### config.mk
export PLATFORM = sky130hd
export DESIGN_NAME = axi_aw_top
export DESIGN_NICKNAME = d
export VERILOG_FILES = /design/src/axi_aw_pkg.sv /design/src/apb_aw_regs.sv /design/src/aw_channel_master.sv /design/src/aw_cmd_fifo.sv /design/src/aw_protocol_checker.sv /design/src/axi_aw_top.sv
export VERILOG_INCLUDE_DIRS = /design/src /design/src/include
export SDC_FILE = /design/constraint.sdc
export NUM_CORES = 1
export LEC_CHECK = 0
export BUFFER_PORTS_ARGS = -buffer_cell sky130_fd_sc_hd__buf_2
export CORE_ASPECT_RATIO = 0.6
export CORE_MARGIN = 2
export CORE_UTILIZATION = 40
export DETAILED_ROUTE_END_ITERATION = 10
export MAX_ROUTING_LAYER = met4
export PLACE_DENSITY = 0.57
export SYNTH_ARGS = -nofsm -noshare
export SYNTH_HDL_FRONTEND = slang
export SYNTH_SLANG_ARGS = --single-unit
### constraint.sdc
create_clock -name aclk -period 5.7 [get_ports aclk]
set_input_delay 1.14 -clock aclk [delete_from_list [all_inputs] [get_ports aclk]]
set_output_delay 1.14 -clock aclk [all_outputs]
set_load 0.02 [all_outputs]
### src/include/axi_aw_macros.svh
/*
 * AXI AW issuer shared parameters
 * bus widths, command queue depth and APB register map
 */

`ifndef AXI_AW_MACROS_SVH
`define AXI_AW_MACROS_SVH

// ----------------------------------------------------------------------
// AW channel widths
// ----------------------------------------------------------------------
`define AW_ADDR_W 32
`define AW_ID_W   4

// command queue entries, keep a power of two
`define CMD_DEPTH 4

// ----------------------------------------------------------------------
// APB register byte offsets
// ----------------------------------------------------------------------
`define REG_ADDR  8'h00
`define REG_ATTR  8'h04
`define REG_CMD   8'h08
`define REG_VIOL  8'h0C
`define REG_COUNT 8'h10

`endif

### src/axi_aw_pkg.sv
/*
 * AXI AW issuer types
 * burst attribute word and protocol violation flags
 */

`include "axi_aw_macros.svh"

package axi_aw_pkg;

  // attribute word as written over APB, or split into AW fields
  typedef union packed {
    logic [31:0] raw;
    struct packed {
      logic [10:0]          rsvd;
      logic [2:0]           awprot;
      logic                 awlock;
      logic [1:0]           awburst;
      logic [2:0]           awsize;
      logic [7:0]           awlen;
      logic [`AW_ID_W-1:0]  awid;
    } fields;
  } aw_attr_t;

  // sticky checker flags, burst_reserved sits in bit 0
  typedef struct packed {
    logic cross_4k;
    logic wrap_align;
    logic wrap_len;
    logic burst_reserved;
  } aw_viol_t;

endpackage

### src/apb_aw_regs.sv
/*
 * APB register file for the AW issuer
 * holds start address and attribute, turns CMD writes into queue pushes
 */

`timescale 1ns/1ps

`include "axi_aw_macros.svh"

module apb_aw_regs (
  input  logic                     aclk,
  input  logic                     rst_n,
  input  logic                     psel,
  input  logic                     penable,
  input  logic                     pwrite,
  input  logic [7:0]               paddr,
  input  logic [31:0]              pwdata,
  output logic [31:0]              prdata,
  output logic                     pready,
  output logic                     pslverr,
  output logic                     push,
  output logic [`AW_ADDR_W-1:0]    push_addr,
  output axi_aw_pkg::aw_attr_t     push_attr,
  input  logic                     full,
  input  logic [2:0]               level,
  input  logic                     busy,
  input  axi_aw_pkg::aw_viol_t     viol,
  output logic [3:0]               viol_clear,
  input  logic [15:0]              accept_count
);

  logic                   access;
  logic                   wr_access;
  logic                   cmd_write;
  logic [`AW_ADDR_W-1:0]  addr_q;
  axi_aw_pkg::aw_attr_t   attr_q;

  // ----------------------------------------------------------------------
  // access decode
  // ----------------------------------------------------------------------
  // no wait states
  assign pready    = 1'b1;
  assign access    = psel && penable;
  assign wr_access = access && pwrite;
  assign cmd_write = wr_access && (paddr == `REG_CMD);

  // command goes in only if there is room
  assign push      = cmd_write && !full;
  assign pslverr   = cmd_write && full;
  assign push_addr = addr_q;
  assign push_attr = attr_q;

  // write one to clear
  assign viol_clear = (wr_access && (paddr == `REG_VIOL)) ? pwdata[3:0] : 4'd0;

  always_ff @(posedge aclk) begin
    if (!rst_n) begin
      addr_q <= '0;
      attr_q <= '0;
    end else if (wr_access) begin
      if (paddr == `REG_ADDR) begin
        addr_q <= pwdata[`AW_ADDR_W-1:0];
      end
      if (paddr == `REG_ATTR) begin
        attr_q.raw <= pwdata;
      end
    end
  end

  // ----------------------------------------------------------------------
  // read mux
  // ----------------------------------------------------------------------
  always_comb begin
    case (paddr)
      `REG_ADDR:  prdata = addr_q;
      `REG_ATTR:  prdata = attr_q.raw;
      `REG_CMD:   prdata = {28'd0, busy, level};
      `REG_VIOL:  prdata = {28'd0, viol};
      `REG_COUNT: prdata = {16'd0, accept_count};
      default:    prdata = 32'd0;
    endcase
  end

  // error only in an access phase that followed a proper setup phase
  a_pslverr_access: assert property (
    @(posedge aclk) disable iff (!rst_n)
    pslverr |-> (psel && penable && $past(psel && !penable))
  );

endmodule

### src/aw_channel_master.sv
/*
 * AW channel master
 * takes queued commands and holds them on the AW port until accepted
 */

`timescale 1ns/1ps

`include "axi_aw_macros.svh"

module aw_channel_master (
  input  logic                     aclk,
  input  logic                     rst_n,
  input  logic                     empty,
  input  logic [`AW_ADDR_W-1:0]    head_addr,
  input  axi_aw_pkg::aw_attr_t     head_attr,
  output logic                     pop,
  output logic                     busy,
  output logic [`AW_ID_W-1:0]      awid,
  output logic [`AW_ADDR_W-1:0]    awaddr,
  output logic [7:0]               awlen,
  output logic [2:0]               awsize,
  output logic [1:0]               awburst,
  output logic                     awlock,
  output logic [2:0]               awprot,
  output logic                     awvalid,
  input  logic                     awready
);

  localparam logic S_IDLE  = 1'b0;
  localparam logic S_ISSUE = 1'b1;

  logic                   state_q;
  logic [`AW_ADDR_W-1:0]  cmd_addr;
  axi_aw_pkg::aw_attr_t   cmd_attr;

  // take the head entry only between bursts
  assign pop = (state_q == S_IDLE) && !empty;

  always_ff @(posedge aclk) begin
    if (!rst_n) begin
      state_q <= S_IDLE;
    end else begin
      case (state_q)
        S_IDLE: begin
          if (!empty) begin
            state_q <= S_ISSUE;
          end
        end
        default: begin
          // handshake ends the burst
          if (awready) begin
            state_q <= S_IDLE;
          end
        end
      endcase
    end
  end

  // payload latched on pop and held while issuing
  always_ff @(posedge aclk) begin
    if (pop) begin
      cmd_addr <= head_addr;
      cmd_attr <= head_attr;
    end
  end

  // ----------------------------------------------------------------------
  // AW port
  // ----------------------------------------------------------------------
  assign awvalid = (state_q == S_ISSUE);
  assign busy    = awvalid;
  assign awaddr  = cmd_addr;
  assign awid    = cmd_attr.fields.awid;
  assign awlen   = cmd_attr.fields.awlen;
  assign awsize  = cmd_attr.fields.awsize;
  assign awburst = cmd_attr.fields.awburst;
  assign awlock  = cmd_attr.fields.awlock;
  assign awprot  = cmd_attr.fields.awprot;

  a_valid_held: assert property (
    @(posedge aclk) disable iff (!rst_n)
    (awvalid && !awready) |=> awvalid
  );

  a_payload_stable: assert property (
    @(posedge aclk) disable iff (!rst_n)
    (awvalid && !awready) |=>
      $stable({awid, awaddr, awlen, awsize, awburst, awlock, awprot})
  );

endmodule

### src/aw_cmd_fifo.sv
/*
 * AW command queue
 * circular buffer of address and attribute pairs with fill level
 */

`timescale 1ns/1ps

`include "axi_aw_macros.svh"

module aw_cmd_fifo (
  input  logic                     aclk,
  input  logic                     rst_n,
  input  logic                     push,
  input  logic                     pop,
  input  logic [`AW_ADDR_W-1:0]    push_addr,
  input  axi_aw_pkg::aw_attr_t     push_attr,
  output logic [`AW_ADDR_W-1:0]    head_addr,
  output axi_aw_pkg::aw_attr_t     head_attr,
  output logic                     empty,
  output logic                     full,
  output logic [2:0]               level
);

  localparam int PTR_W = $clog2(`CMD_DEPTH);

  logic [`AW_ADDR_W-1:0]  addr_mem [`CMD_DEPTH];
  axi_aw_pkg::aw_attr_t   attr_mem [`CMD_DEPTH];
  logic [PTR_W-1:0]       wr_ptr;
  logic [PTR_W-1:0]       rd_ptr;
  logic [2:0]             level_q;

  // storage
  always_ff @(posedge aclk) begin
    if (push) begin
      addr_mem[wr_ptr] <= push_addr;
      attr_mem[wr_ptr] <= push_attr;
    end
  end

  // pointers wrap on their own, depth is a power of two
  always_ff @(posedge aclk) begin
    if (!rst_n) begin
      wr_ptr  <= '0;
      rd_ptr  <= '0;
      level_q <= 3'd0;
    end else begin
      if (push) begin
        wr_ptr <= wr_ptr + 1'b1;
      end
      if (pop) begin
        rd_ptr <= rd_ptr + 1'b1;
      end
      case ({push, pop})
        2'b10:   level_q <= level_q + 3'd1;
        2'b01:   level_q <= level_q - 3'd1;
        default: level_q <= level_q;
      endcase
    end
  end

  assign head_addr = addr_mem[rd_ptr];
  assign head_attr = attr_mem[rd_ptr];
  assign level     = level_q;
  assign empty     = (level_q == 3'd0);
  assign full      = (level_q == 3'(`CMD_DEPTH));

  // the register block and the master must respect the flags
  a_no_push_full: assert property (
    @(posedge aclk) disable iff (!rst_n) push |-> !full
  );

  a_no_pop_empty: assert property (
    @(posedge aclk) disable iff (!rst_n) pop |-> !empty
  );

endmodule

### src/aw_protocol_checker.sv
/*
 * AW protocol checker
 * classifies every accepted burst into sticky violation flags
 * and counts handshakes
 */

`timescale 1ns/1ps

`include "axi_aw_macros.svh"

module aw_protocol_checker (
  input  logic                     aclk,
  input  logic                     rst_n,
  input  logic [`AW_ADDR_W-1:0]    awaddr,
  input  logic [7:0]               awlen,
  input  logic [2:0]               awsize,
  input  logic [1:0]               awburst,
  input  logic                     awvalid,
  input  logic                     awready,
  input  logic [3:0]               viol_clear,
  output axi_aw_pkg::aw_viol_t     viol,
  output logic [15:0]              accept_count
);

  localparam logic [1:0] BURST_INCR = 2'b01;
  localparam logic [1:0] BURST_WRAP = 2'b10;
  localparam logic [1:0] BURST_RSVD = 2'b11;

  logic                  handshake;
  logic [15:0]           burst_bytes;
  logic [16:0]           burst_end;
  logic [7:0]            size_mask;
  logic                  len_ok;
  axi_aw_pkg::aw_viol_t  hit;

  assign handshake = awvalid && awready;

  // ----------------------------------------------------------------------
  // burst classification
  // ----------------------------------------------------------------------
  always_comb begin
    // total bytes of the burst, at most 256 beats of 128 bytes
    burst_bytes = ({8'd0, awlen} + 16'd1) << awsize;
    // end offset within the 4 KB page
    burst_end   = {5'd0, awaddr[11:0]} + {1'b0, burst_bytes};
    size_mask   = (8'd1 << awsize) - 8'd1;
    // wrap bursts take 2, 4, 8 or 16 beats
    len_ok      = (awlen == 8'd1) || (awlen == 8'd3) ||
                  (awlen == 8'd7) || (awlen == 8'd15);

    hit.burst_reserved = (awburst == BURST_RSVD);
    hit.wrap_len       = (awburst == BURST_WRAP) && !len_ok;
    hit.wrap_align     = (awburst == BURST_WRAP) && ((awaddr[7:0] & size_mask) != 8'd0);
    hit.cross_4k       = (awburst == BURST_INCR) && (burst_end > 17'd4096);
  end

  // ----------------------------------------------------------------------
  // sticky flags and counter
  // ----------------------------------------------------------------------
  always_ff @(posedge aclk) begin
    if (!rst_n) begin
      viol         <= '0;
      accept_count <= 16'd0;
    end else begin
      // a new hit wins over a clear in the same cycle
      viol <= (viol & ~viol_clear) | (hit & {4{handshake}});
      if (handshake) begin
        accept_count <= accept_count + 16'd1;
      end
    end
  end

  // the master must never present unknown payload
  a_no_x_payload: assert property (
    @(posedge aclk) disable iff (!rst_n)
    awvalid |-> !$isunknown({awaddr, awlen, awsize})
  );

endmodule

### src/axi_aw_top.sv
/*
 * AXI AW issuer top level
 * APB registers, command queue, AW master and protocol checker
 */

`timescale 1ns/1ps

`include "axi_aw_macros.svh"

module axi_aw_top (
  input  logic                     aclk,
  input  logic                     rst_n,
  input  logic                     psel,
  input  logic                     penable,
  input  logic                     pwrite,
  input  logic [7:0]               paddr,
  input  logic [31:0]              pwdata,
  output logic [31:0]              prdata,
  output logic                     pready,
  output logic                     pslverr,
  output logic [`AW_ID_W-1:0]      awid,
  output logic [`AW_ADDR_W-1:0]    awaddr,
  output logic [7:0]               awlen,
  output logic [2:0]               awsize,
  output logic [1:0]               awburst,
  output logic                     awlock,
  output logic [2:0]               awprot,
  output logic                     awvalid,
  input  logic                     awready
);

  logic                   push;
  logic                   pop;
  logic [`AW_ADDR_W-1:0]  push_addr;
  logic [`AW_ADDR_W-1:0]  head_addr;
  axi_aw_pkg::aw_attr_t   push_attr;
  axi_aw_pkg::aw_attr_t   head_attr;
  logic                   empty;
  logic                   full;
  logic [2:0]             level;
  logic                   busy;
  axi_aw_pkg::aw_viol_t   viol;
  logic [3:0]             viol_clear;
  logic [15:0]            accept_count;

  apb_aw_regs u_regs (
    .aclk(aclk), .rst_n(rst_n),
    .psel(psel), .penable(penable), .pwrite(pwrite), .paddr(paddr),
    .pwdata(pwdata), .prdata(prdata), .pready(pready), .pslverr(pslverr),
    .push(push), .push_addr(push_addr), .push_attr(push_attr),
    .full(full), .level(level), .busy(busy),
    .viol(viol), .viol_clear(viol_clear), .accept_count(accept_count)
  );

  aw_cmd_fifo u_fifo (
    .aclk(aclk), .rst_n(rst_n),
    .push(push), .pop(pop), .push_addr(push_addr), .push_attr(push_attr),
    .head_addr(head_addr), .head_attr(head_attr),
    .empty(empty), .full(full), .level(level)
  );

  aw_channel_master u_master (
    .aclk(aclk), .rst_n(rst_n),
    .empty(empty), .head_addr(head_addr), .head_attr(head_attr),
    .pop(pop), .busy(busy),
    .awid(awid), .awaddr(awaddr), .awlen(awlen), .awsize(awsize),
    .awburst(awburst), .awlock(awlock), .awprot(awprot),
    .awvalid(awvalid), .awready(awready)
  );

  // checker only listens on the AW port
  aw_protocol_checker u_checker (
    .aclk(aclk), .rst_n(rst_n),
    .awaddr(awaddr), .awlen(awlen), .awsize(awsize), .awburst(awburst),
    .awvalid(awvalid), .awready(awready),
    .viol_clear(viol_clear), .viol(viol), .accept_count(accept_count)
  );

endmodule

==> results of run 1 <==
-- routing by layer --
layer / share of wire / track usage
met3: 0.074 / 0.04087
met5: 0 / -
met1: 0.49 / 0.3000
met4: 0.012 / 0.03804
met2: 0.42 / 0.2704
-- worst paths after layout --
check                           depth (start not counted)  slack [ns]            startpoint                   end
worst max register to register                         15        1.57  u_master.cmd_attr[4]     u_checker.viol[3]
worst min-delay path                                    2        0.45  u_regs.push_attr[30]  u_regs.push_attr[30]
worst max-delay path                                    8        1.19              paddr[0]             prdata[9]
worst min register to register                          2        0.45  u_regs.push_attr[30]  u_regs.push_attr[30]
-- registers in the layout, summed over array words and instances, names as in the netlist --
signal,cells
u_fifo.addr_mem,128
u_fifo.attr_mem,84
u_master.awaddr,32
u_regs.push_addr,32
u_regs.push_attr,32
u_master.cmd_attr,21
u_checker.accept_count,16
u_checker.viol,4
u_fifo.level,3
u_fifo.rd_ptr,2
u_fifo.wr_ptr,2
u_master.awvalid,1
-- cell usage in the layout, fill, tap and decap left out, types with 6 or more instances in the layout --
master | synthesis | layout
buf_2 | 6 | 132
a222oi_1 | 12 | 12
edfxtp_1 | 265 | 265
a21oi_1 | 22 | 22
and3_1 | 6 | 6
inv_1 | 24 | 24
dfxtp_1 | 92 | 90
a211oi_1 | 7 | 7
xor2_1 | 8 | 8
nor2_1 | 26 | 25
nand4_1 | 6 | 6
nand3_1 | 7 | 7
or3_1 | 6 | 6
a21o_1 | 6 | 6
xnor2_1 | 21 | 21
and4_1 | 8 | 8
a22o_1 | 16 | 16
buf_4 | 6 | 21
nor3_1 | 7 | 6
mux4_2 | 53 | 53
clkbuf_1 | 36 | 13
mux2i_1 | 8 | 8
a21boi_1 | 33 | 33
nand2_1 | 167 | 167
ha_1 | 21 | 21
o21ai_0 | 19 | 19
clkbuf_16 | 0 | 34
a21boi_0 | 33 | 33
and2_1 | 26 | 22
nor2b_1 | 9 | 9
-- power groups by stage --
stage,combinational [uW],clock [uW],sequential (uW)
2_1_floorplan,237,0,2890
4_1_cts,366,2220,2820
3_5_place_dp,364,0,2880
6_report,367,2180,2820
5_1_grt,404,2350,2820
3_3_place_gp,366,0,2880
-- cell type report --
| class | instances | area (sq um) |
|---|---|---|
| sequential | 357 | 9804 |
| multi-input combinational | 597 | 4661 |
| timing repair buffer | 156 | 878.3 |
| fill | 3173 | 19330 |
| clock inverter | 14 | 141.4 |
| clock buffer | 48 | 913.4 |
| tap | 476 | 595.6 |
| inverter | 26 | 97.59 |
-- cells by family (layout without fill, tap and decap cells) --
kind of cell             Yosys count  after routing  synth area share
other                              1              1         0.0002531
adder cells (fa/ha/maj)           23             23           0.02043
AO/OA/AOI/OAI                    191            191           0.09559
buffers and inverters             86            244           0.02533
AND/OR/NAND/NOR                  288            288           0.09094
multiplexers                      65             65           0.08900
XOR/XNOR                          29             29           0.01714
flip-flops                       357            357            0.6613
-- through the flow --
stage               instance area (sq um)  instances  hold WS [ns]
global placement                    16040       1612        0.4435
global route                        17090       1674        0.4770
CTS                                 17090       1674        0.4552
detailed placement                  16040       1612        0.4468
finish                              17090       1674        0.4547
floorplan                           14820       1040        0.4347
-- worst max-delay path, delay by kind of cell --
| family | cells | cell delay [ns] |
|---|---|---|
| AO/OA/AOI/OAI | 1 | 0.11 |
| AND/OR/NAND/NOR | 3 | 1.54 |
| buffers and inverters | 4 | 0.55 |
==> flow_summary_export.csv, run 1 <==
group,metric,value,unit
cts,numCtsBuffers,34,
sta,setup_slack,1.191,ns
setup_path,cp_slowest_cell,"or4_1",
placed_design,place.detailed.hpwl,25.16,mm
sta,worst_pin_slew,0.9152,ns
sta,max_clock_freq,221.8,MHz
sta,period_share,0.7910,
power,p_comb_frac,0.068,
power,peakVddDrop,180.9,uV
routing,drcViolationCount,0,
finish,fin_nets,1241,
routing,vias_per_cell,5.447,
yosys,ys_top_cells_by_count,"265 x edfxtp_1, 167 x nand2_1, 92 x dfxtp_1, 53 x mux4_2, 36 x clkbuf_1",
die,core,36420,sq um
sta,finalHoldViolCount,0,
setup_path,critPathArrivalTime,3.37,ns
routing,antenna_left,0,
yosys,synth-async-reset-ratio,0,
yosys,synth_ff_type,"edfxtp_1",
yosys,synth_cell_types,67,
global_route,grt_pass1_vias,8828,
placed_design,io_buffers,132,
routing,routedWlPerCell,21.79,um
die,rows,54,
global_route,grt_pass1_wl,55.46,mm
cts,cts_resized,0,
die,ioPinCount,134,
worst_hold_path,hp-class,"reg -> reg",
yosys,syn_nets,1109,
routing,vias,9119,
power,p_sw,1211,uW
power,seq_power_share,0.526,
sta,rsz0062_at_grt,"no",
cts,cts_tree,"built",
cts,cts-hold-fix-buffers,0,
finish,num_antenna_cells,0,
yosys,synthTopCellsByArea,"edfxtp_1 54%, dfxtp_1 12%, mux4_2 8.1%",
setup_path,worst_setup_path_end_kind,"output pin",
cts,path_clk_slew,0.06,ns
yosys,ys_seq_area_frac,0.6613,
global_route,antenna_found_initial,0,
sta,slew_headroom,0.3899,
sta,final.setup_skew,0.01808,ns
yosys,synthCells,1040,
cts,cts_buffer_depth,3,
yosys,synth_edf_count,265,
yosys,yosys.area.top_type_share,0.5370,
power,p_per_area,314.0,nW/um^2
yosys,synth_area,14820,sq um
finish,area_delta_synth_final,15.34,%
finish,postLayoutCoreUtil,0.4693,
placed_design,place_ws,1.194,ns
die,die_y,153.1,um
routing,drt_iter0_markers,721,
flow_run,max-cap-violations,0,
setup_path,crit_chain,"buf_2 > or4_1 > or3_1 > nor2b_2 > buf_12 > a222oi_1 > inv_1 > buf_2",
cts,postCtsSetupBuffers,0,
global_route,gr-total-overflow,0,
die,dieWidth,252.5,um
finish,drive_above_1_share,0.2287,
power,clkPwrFrac,0.406,
sta,finalSetupViolations,0,
cts,clock_sinks,357,
setup_path,cp_common_cell,"buf_2",
die,die-area,38650,sq um
yosys,avgSynthCellArea,14.25,sq um
yosys,yosysTopAreaCell,"edfxtp_1",
setup_path,cp_max_fo,23,
routing,firstDrtPassIters,7,
setup_path,path_class,"in -> out",
power,finalPower,5367,uW
routing,wirelength,36.48,mm
cts,htree_levels,2,
cts,clock_latency,0.53,ns
global_route,grt_start_max_net_pins,58,
power,p_leak,0.006108,uW
power,internal_power,4156,uW
run_status,status,"finished clean",
power,swShare,0.2257,
yosys,synth-seq-cells,357,
setup_path,crit_required,4.56,ns
setup_path,startpoint_type,"input pin",
yosys,yosysWarnings,0,
cts,cts-root-buf,"clkbuf_16",
yosys,yosysMostFrequentCell,"edfxtp_1",
sta,period_minus_slack,4.509,ns
setup_path,crit_path_max_incr_delay,0.57,ns
global_route,grt_use_total,0.1966,
sta,drv_slew,0,
die,initial_core_util,0.4069,
sta,tns,0,ns
placed_design,gp_congestion,0.9095,
(Power assumes the default switching activity.)
==> run 2, diff against run 1 <==
- ABC_AREA: not set -> 1
- PLACE_DENSITY: 0.57 -> 0.6
- clock period: 5.7 -> 3.75 ns (I/O delays scaled with it)
==> flow_summary_export.csv, run 2 <==
group,metric,value,unit
flow_run,max-cap-violations,0,
die,rows,54,
setup_path,critPathArrivalTime,4.00,ns
die,die_y,153.0,um
yosys,synth_area,14790,sq um
cts,cts-root-buf,"clkbuf_16",
cts,htree_levels,1,
finish,top_register,"u_fifo.addr_mem",
finish,largest_reg_flops,128,
sta,slew_headroom,0.4132,
placed_design,gp_congestion,0.8669,
yosys,synthCells,1382,
sta,drv_slew,0,
sta,max_clock_freq,281.2,MHz
yosys,synth-async-reset-ratio,0,
global_route,antenna_found_initial,3,
yosys,yosys.area.top_type_share,0.5379,
setup_path,cp_max_fo,5,
yosys,yosysTopAreaCell,"edfxtp_1",
setup_path,worst_setup_path_end_kind,"flip-flop",
global_route,grt_use_total,0.2105,
routing,antenna_left,0,
die,ioPinCount,134,
yosys,yosysMostFrequentCell,"nor2_1",
routing,drt_iter0_markers,943,
cts,clock_sinks,357,
die,dieWidth,252.3,um
yosys,synthTopCellsByArea,"edfxtp_1 54%, dfxtp_1 12%, o21ai_0 7.1%",
yosys,synth_cell_types,47,
yosys,avgSynthCellArea,10.70,sq um
setup_path,startpoint_type,"flip-flop",
routing,vias,10720,
global_route,grt_start_max_net_pins,68,
routing,drcViolationCount,0,
die,initial_core_util,0.4062,
routing,routedWlPerCell,19.65,um
routing,vias_per_cell,5.330,
cts,cts-hold-fix-buffers,0,
finish,mostFrequentLayoutCells,"265 x edfxtp_1, 264 x nor2_1, 203 x o21ai_0",
finish,area_delta_synth_final,16.67,%
sta,finalHoldViolCount,0,
yosys,synth_edf_count,265,
yosys,ys_top_cells_by_count,"269 x nor2_1, 265 x edfxtp_1, 210 x o21ai_0, 135 x nand2_1, 92 x dfxtp_1",
global_route,grt_pass1_vias,10080,
power,peakVddDrop,364.4,uV
worst_hold_path,whs_path_depth,3,
finish,fin_nets,1578,
global_route,use_met3,0.03781,
global_route,grtUsageMet2,0.2885,
setup_path,crit_required,4.20,ns
yosys,ys_seq_area_frac,0.6624,
die,core,36420,sq um
routing,firstDrtPassIters,7,
cts,path_clk_slew,0.07,ns
cts,clock_latency,0.58,ns
setup_path,path_class,"reg -> reg",
cts,numCtsBuffers,31,
global_route,met1_usage,0.3282,
placed_design,io_buffers,132,
power,p_leak,0.007016,uW
die,die-area,38590,sq um
global_route,gr-total-overflow,0,
setup_path,reg2reg_setup_slack,0.19,ns
sta,worst_pin_slew,0.8802,ns
global_route,grt_pass1_wl,60.74,mm
placed_design,place.detailed.hpwl,26.07,mm
worst_hold_path,hp-class,"in -> reg",
sta,period_share,0.9485,
power,p_per_area,715.9,nW/um^2
yosys,syn_nets,1451,
setup_path,reg2reg_depth,23,
finish,reg.largest.list,"u_fifo.addr_mem x128, u_fifo.attr_mem x84",
sta,period_minus_slack,3.557,ns
routing,wirelength,39.54,mm
yosys,yosysWarnings,0,
sta,finalSetupViolations,0,
sta,final.setup_skew,0.01422,ns
cts,cts_tree,"built",
run_status,status,"finished clean",
sta,hold_ws,0.4100,ns
yosys,synth_ff_type,"edfxtp_1",
finish,layout_commonest_cell,"edfxtp_1",
cts,cts_buffer_depth,3,
finish,drive_above_1_share,0.1643,
finish,postLayoutCoreUtil,0.4739,
global_route,grt-busiest-layer,"met1",
yosys,synth-seq-cells,357,
run 2: kinds of logic after synthesis:
family / after synthesis / synth area share
XOR/XNOR: 6 / 0.003552
flip-flops: 357 / 0.6624
AO/OA/AOI/OAI: 349 / 0.1319
adder cells (fa/ha/maj): 23 / 0.02047
AND/OR/NAND/NOR: 489 / 0.1397
other: 1 / 0.0002535
buffers and inverters: 155 / 0.04034
multiplexers: 2 / 0.001353
run 2: layout make-up:
cell class	count	area [sq um]
multi-input cells	870	4451
repair buffers	163	993.5
fillers	3286	19160
inverters	86	324.1
clock inverters	15	216.5
well taps	476	595.6
diodes	2	5.005
clock buffers	43	870.8
flip-flops and latches	357	9803
run 2: metrics by stage:
step | TNS [ns] | cells | total power (uW) | area, sq um | setup slack, ns
after floorplan | -142.04 | 1382 | 7612 | 14790 | -0.6700
after global placement | -0.07606 | 1950 | 8954 | 16130 | -0.07606
after detailed placement | 0 | 1950 | 8899 | 16130 | 0.07428
after CTS | 0 | 2008 | 12310 | 17220 | 0.04261
after global routing | -0.005792 | 2012 | 13080 | 17260 | -0.005792
final | 0 | 2012 | 12360 | 17260 | 0.1932
run 2: timing repair:
action,CTS,global route
buffers inserted,0,2
gates resized for setup,0,13
endpoints found under the setup margin,0,1
run 2: routing by layer:
layer | up-vias | share of wire
met5 | - | 0
met4 | 0 | 0.013
met3 | 39 | 0.068
met2 | 328 | 0.41
met1 | 5209 | 0.51
li1 | 5147 | -
run 2: critical path, stage by stage (launching register included):
cell      delay (ns)
edfxtp_1        0.46
ha_1            0.27
nand2_2         0.13
inv_1           0.07
nor2_1          0.12
nand2_1         0.09
a21oi_1         0.15
a31oi_1         0.08
mux2i_1         0.36
ha_2            0.41
nand2_1         0.19
nor2_1          0.11
nand3_1         0.20
nand3_1         0.11
nand2_1         0.07
nand2_1         0.06
nor2_1          0.10
nand4_1         0.10
nand2_1         0.07
nand2_1         0.05
inv_1           0.05
nand2_1         0.07
nand2_1         0.08
a21oi_2         0.05
run 2: final timing paths:
path,startpoint,end
min,pwdata[7],u_regs.push_addr[7]
max,u_master.cmd_attr[4],u_checker.viol[3]
max reg2reg,u_master.cmd_attr[4],u_checker.viol[3]
min reg2reg,u_checker.viol[2],u_checker.viol[2]
run 2: where the power goes:
group	internal (uW)	switching, uW	total, uW
registers	4700	337	5040
clock network	1970	1440	3410
logic	1230	2670	3900
total	7910	4450	12400
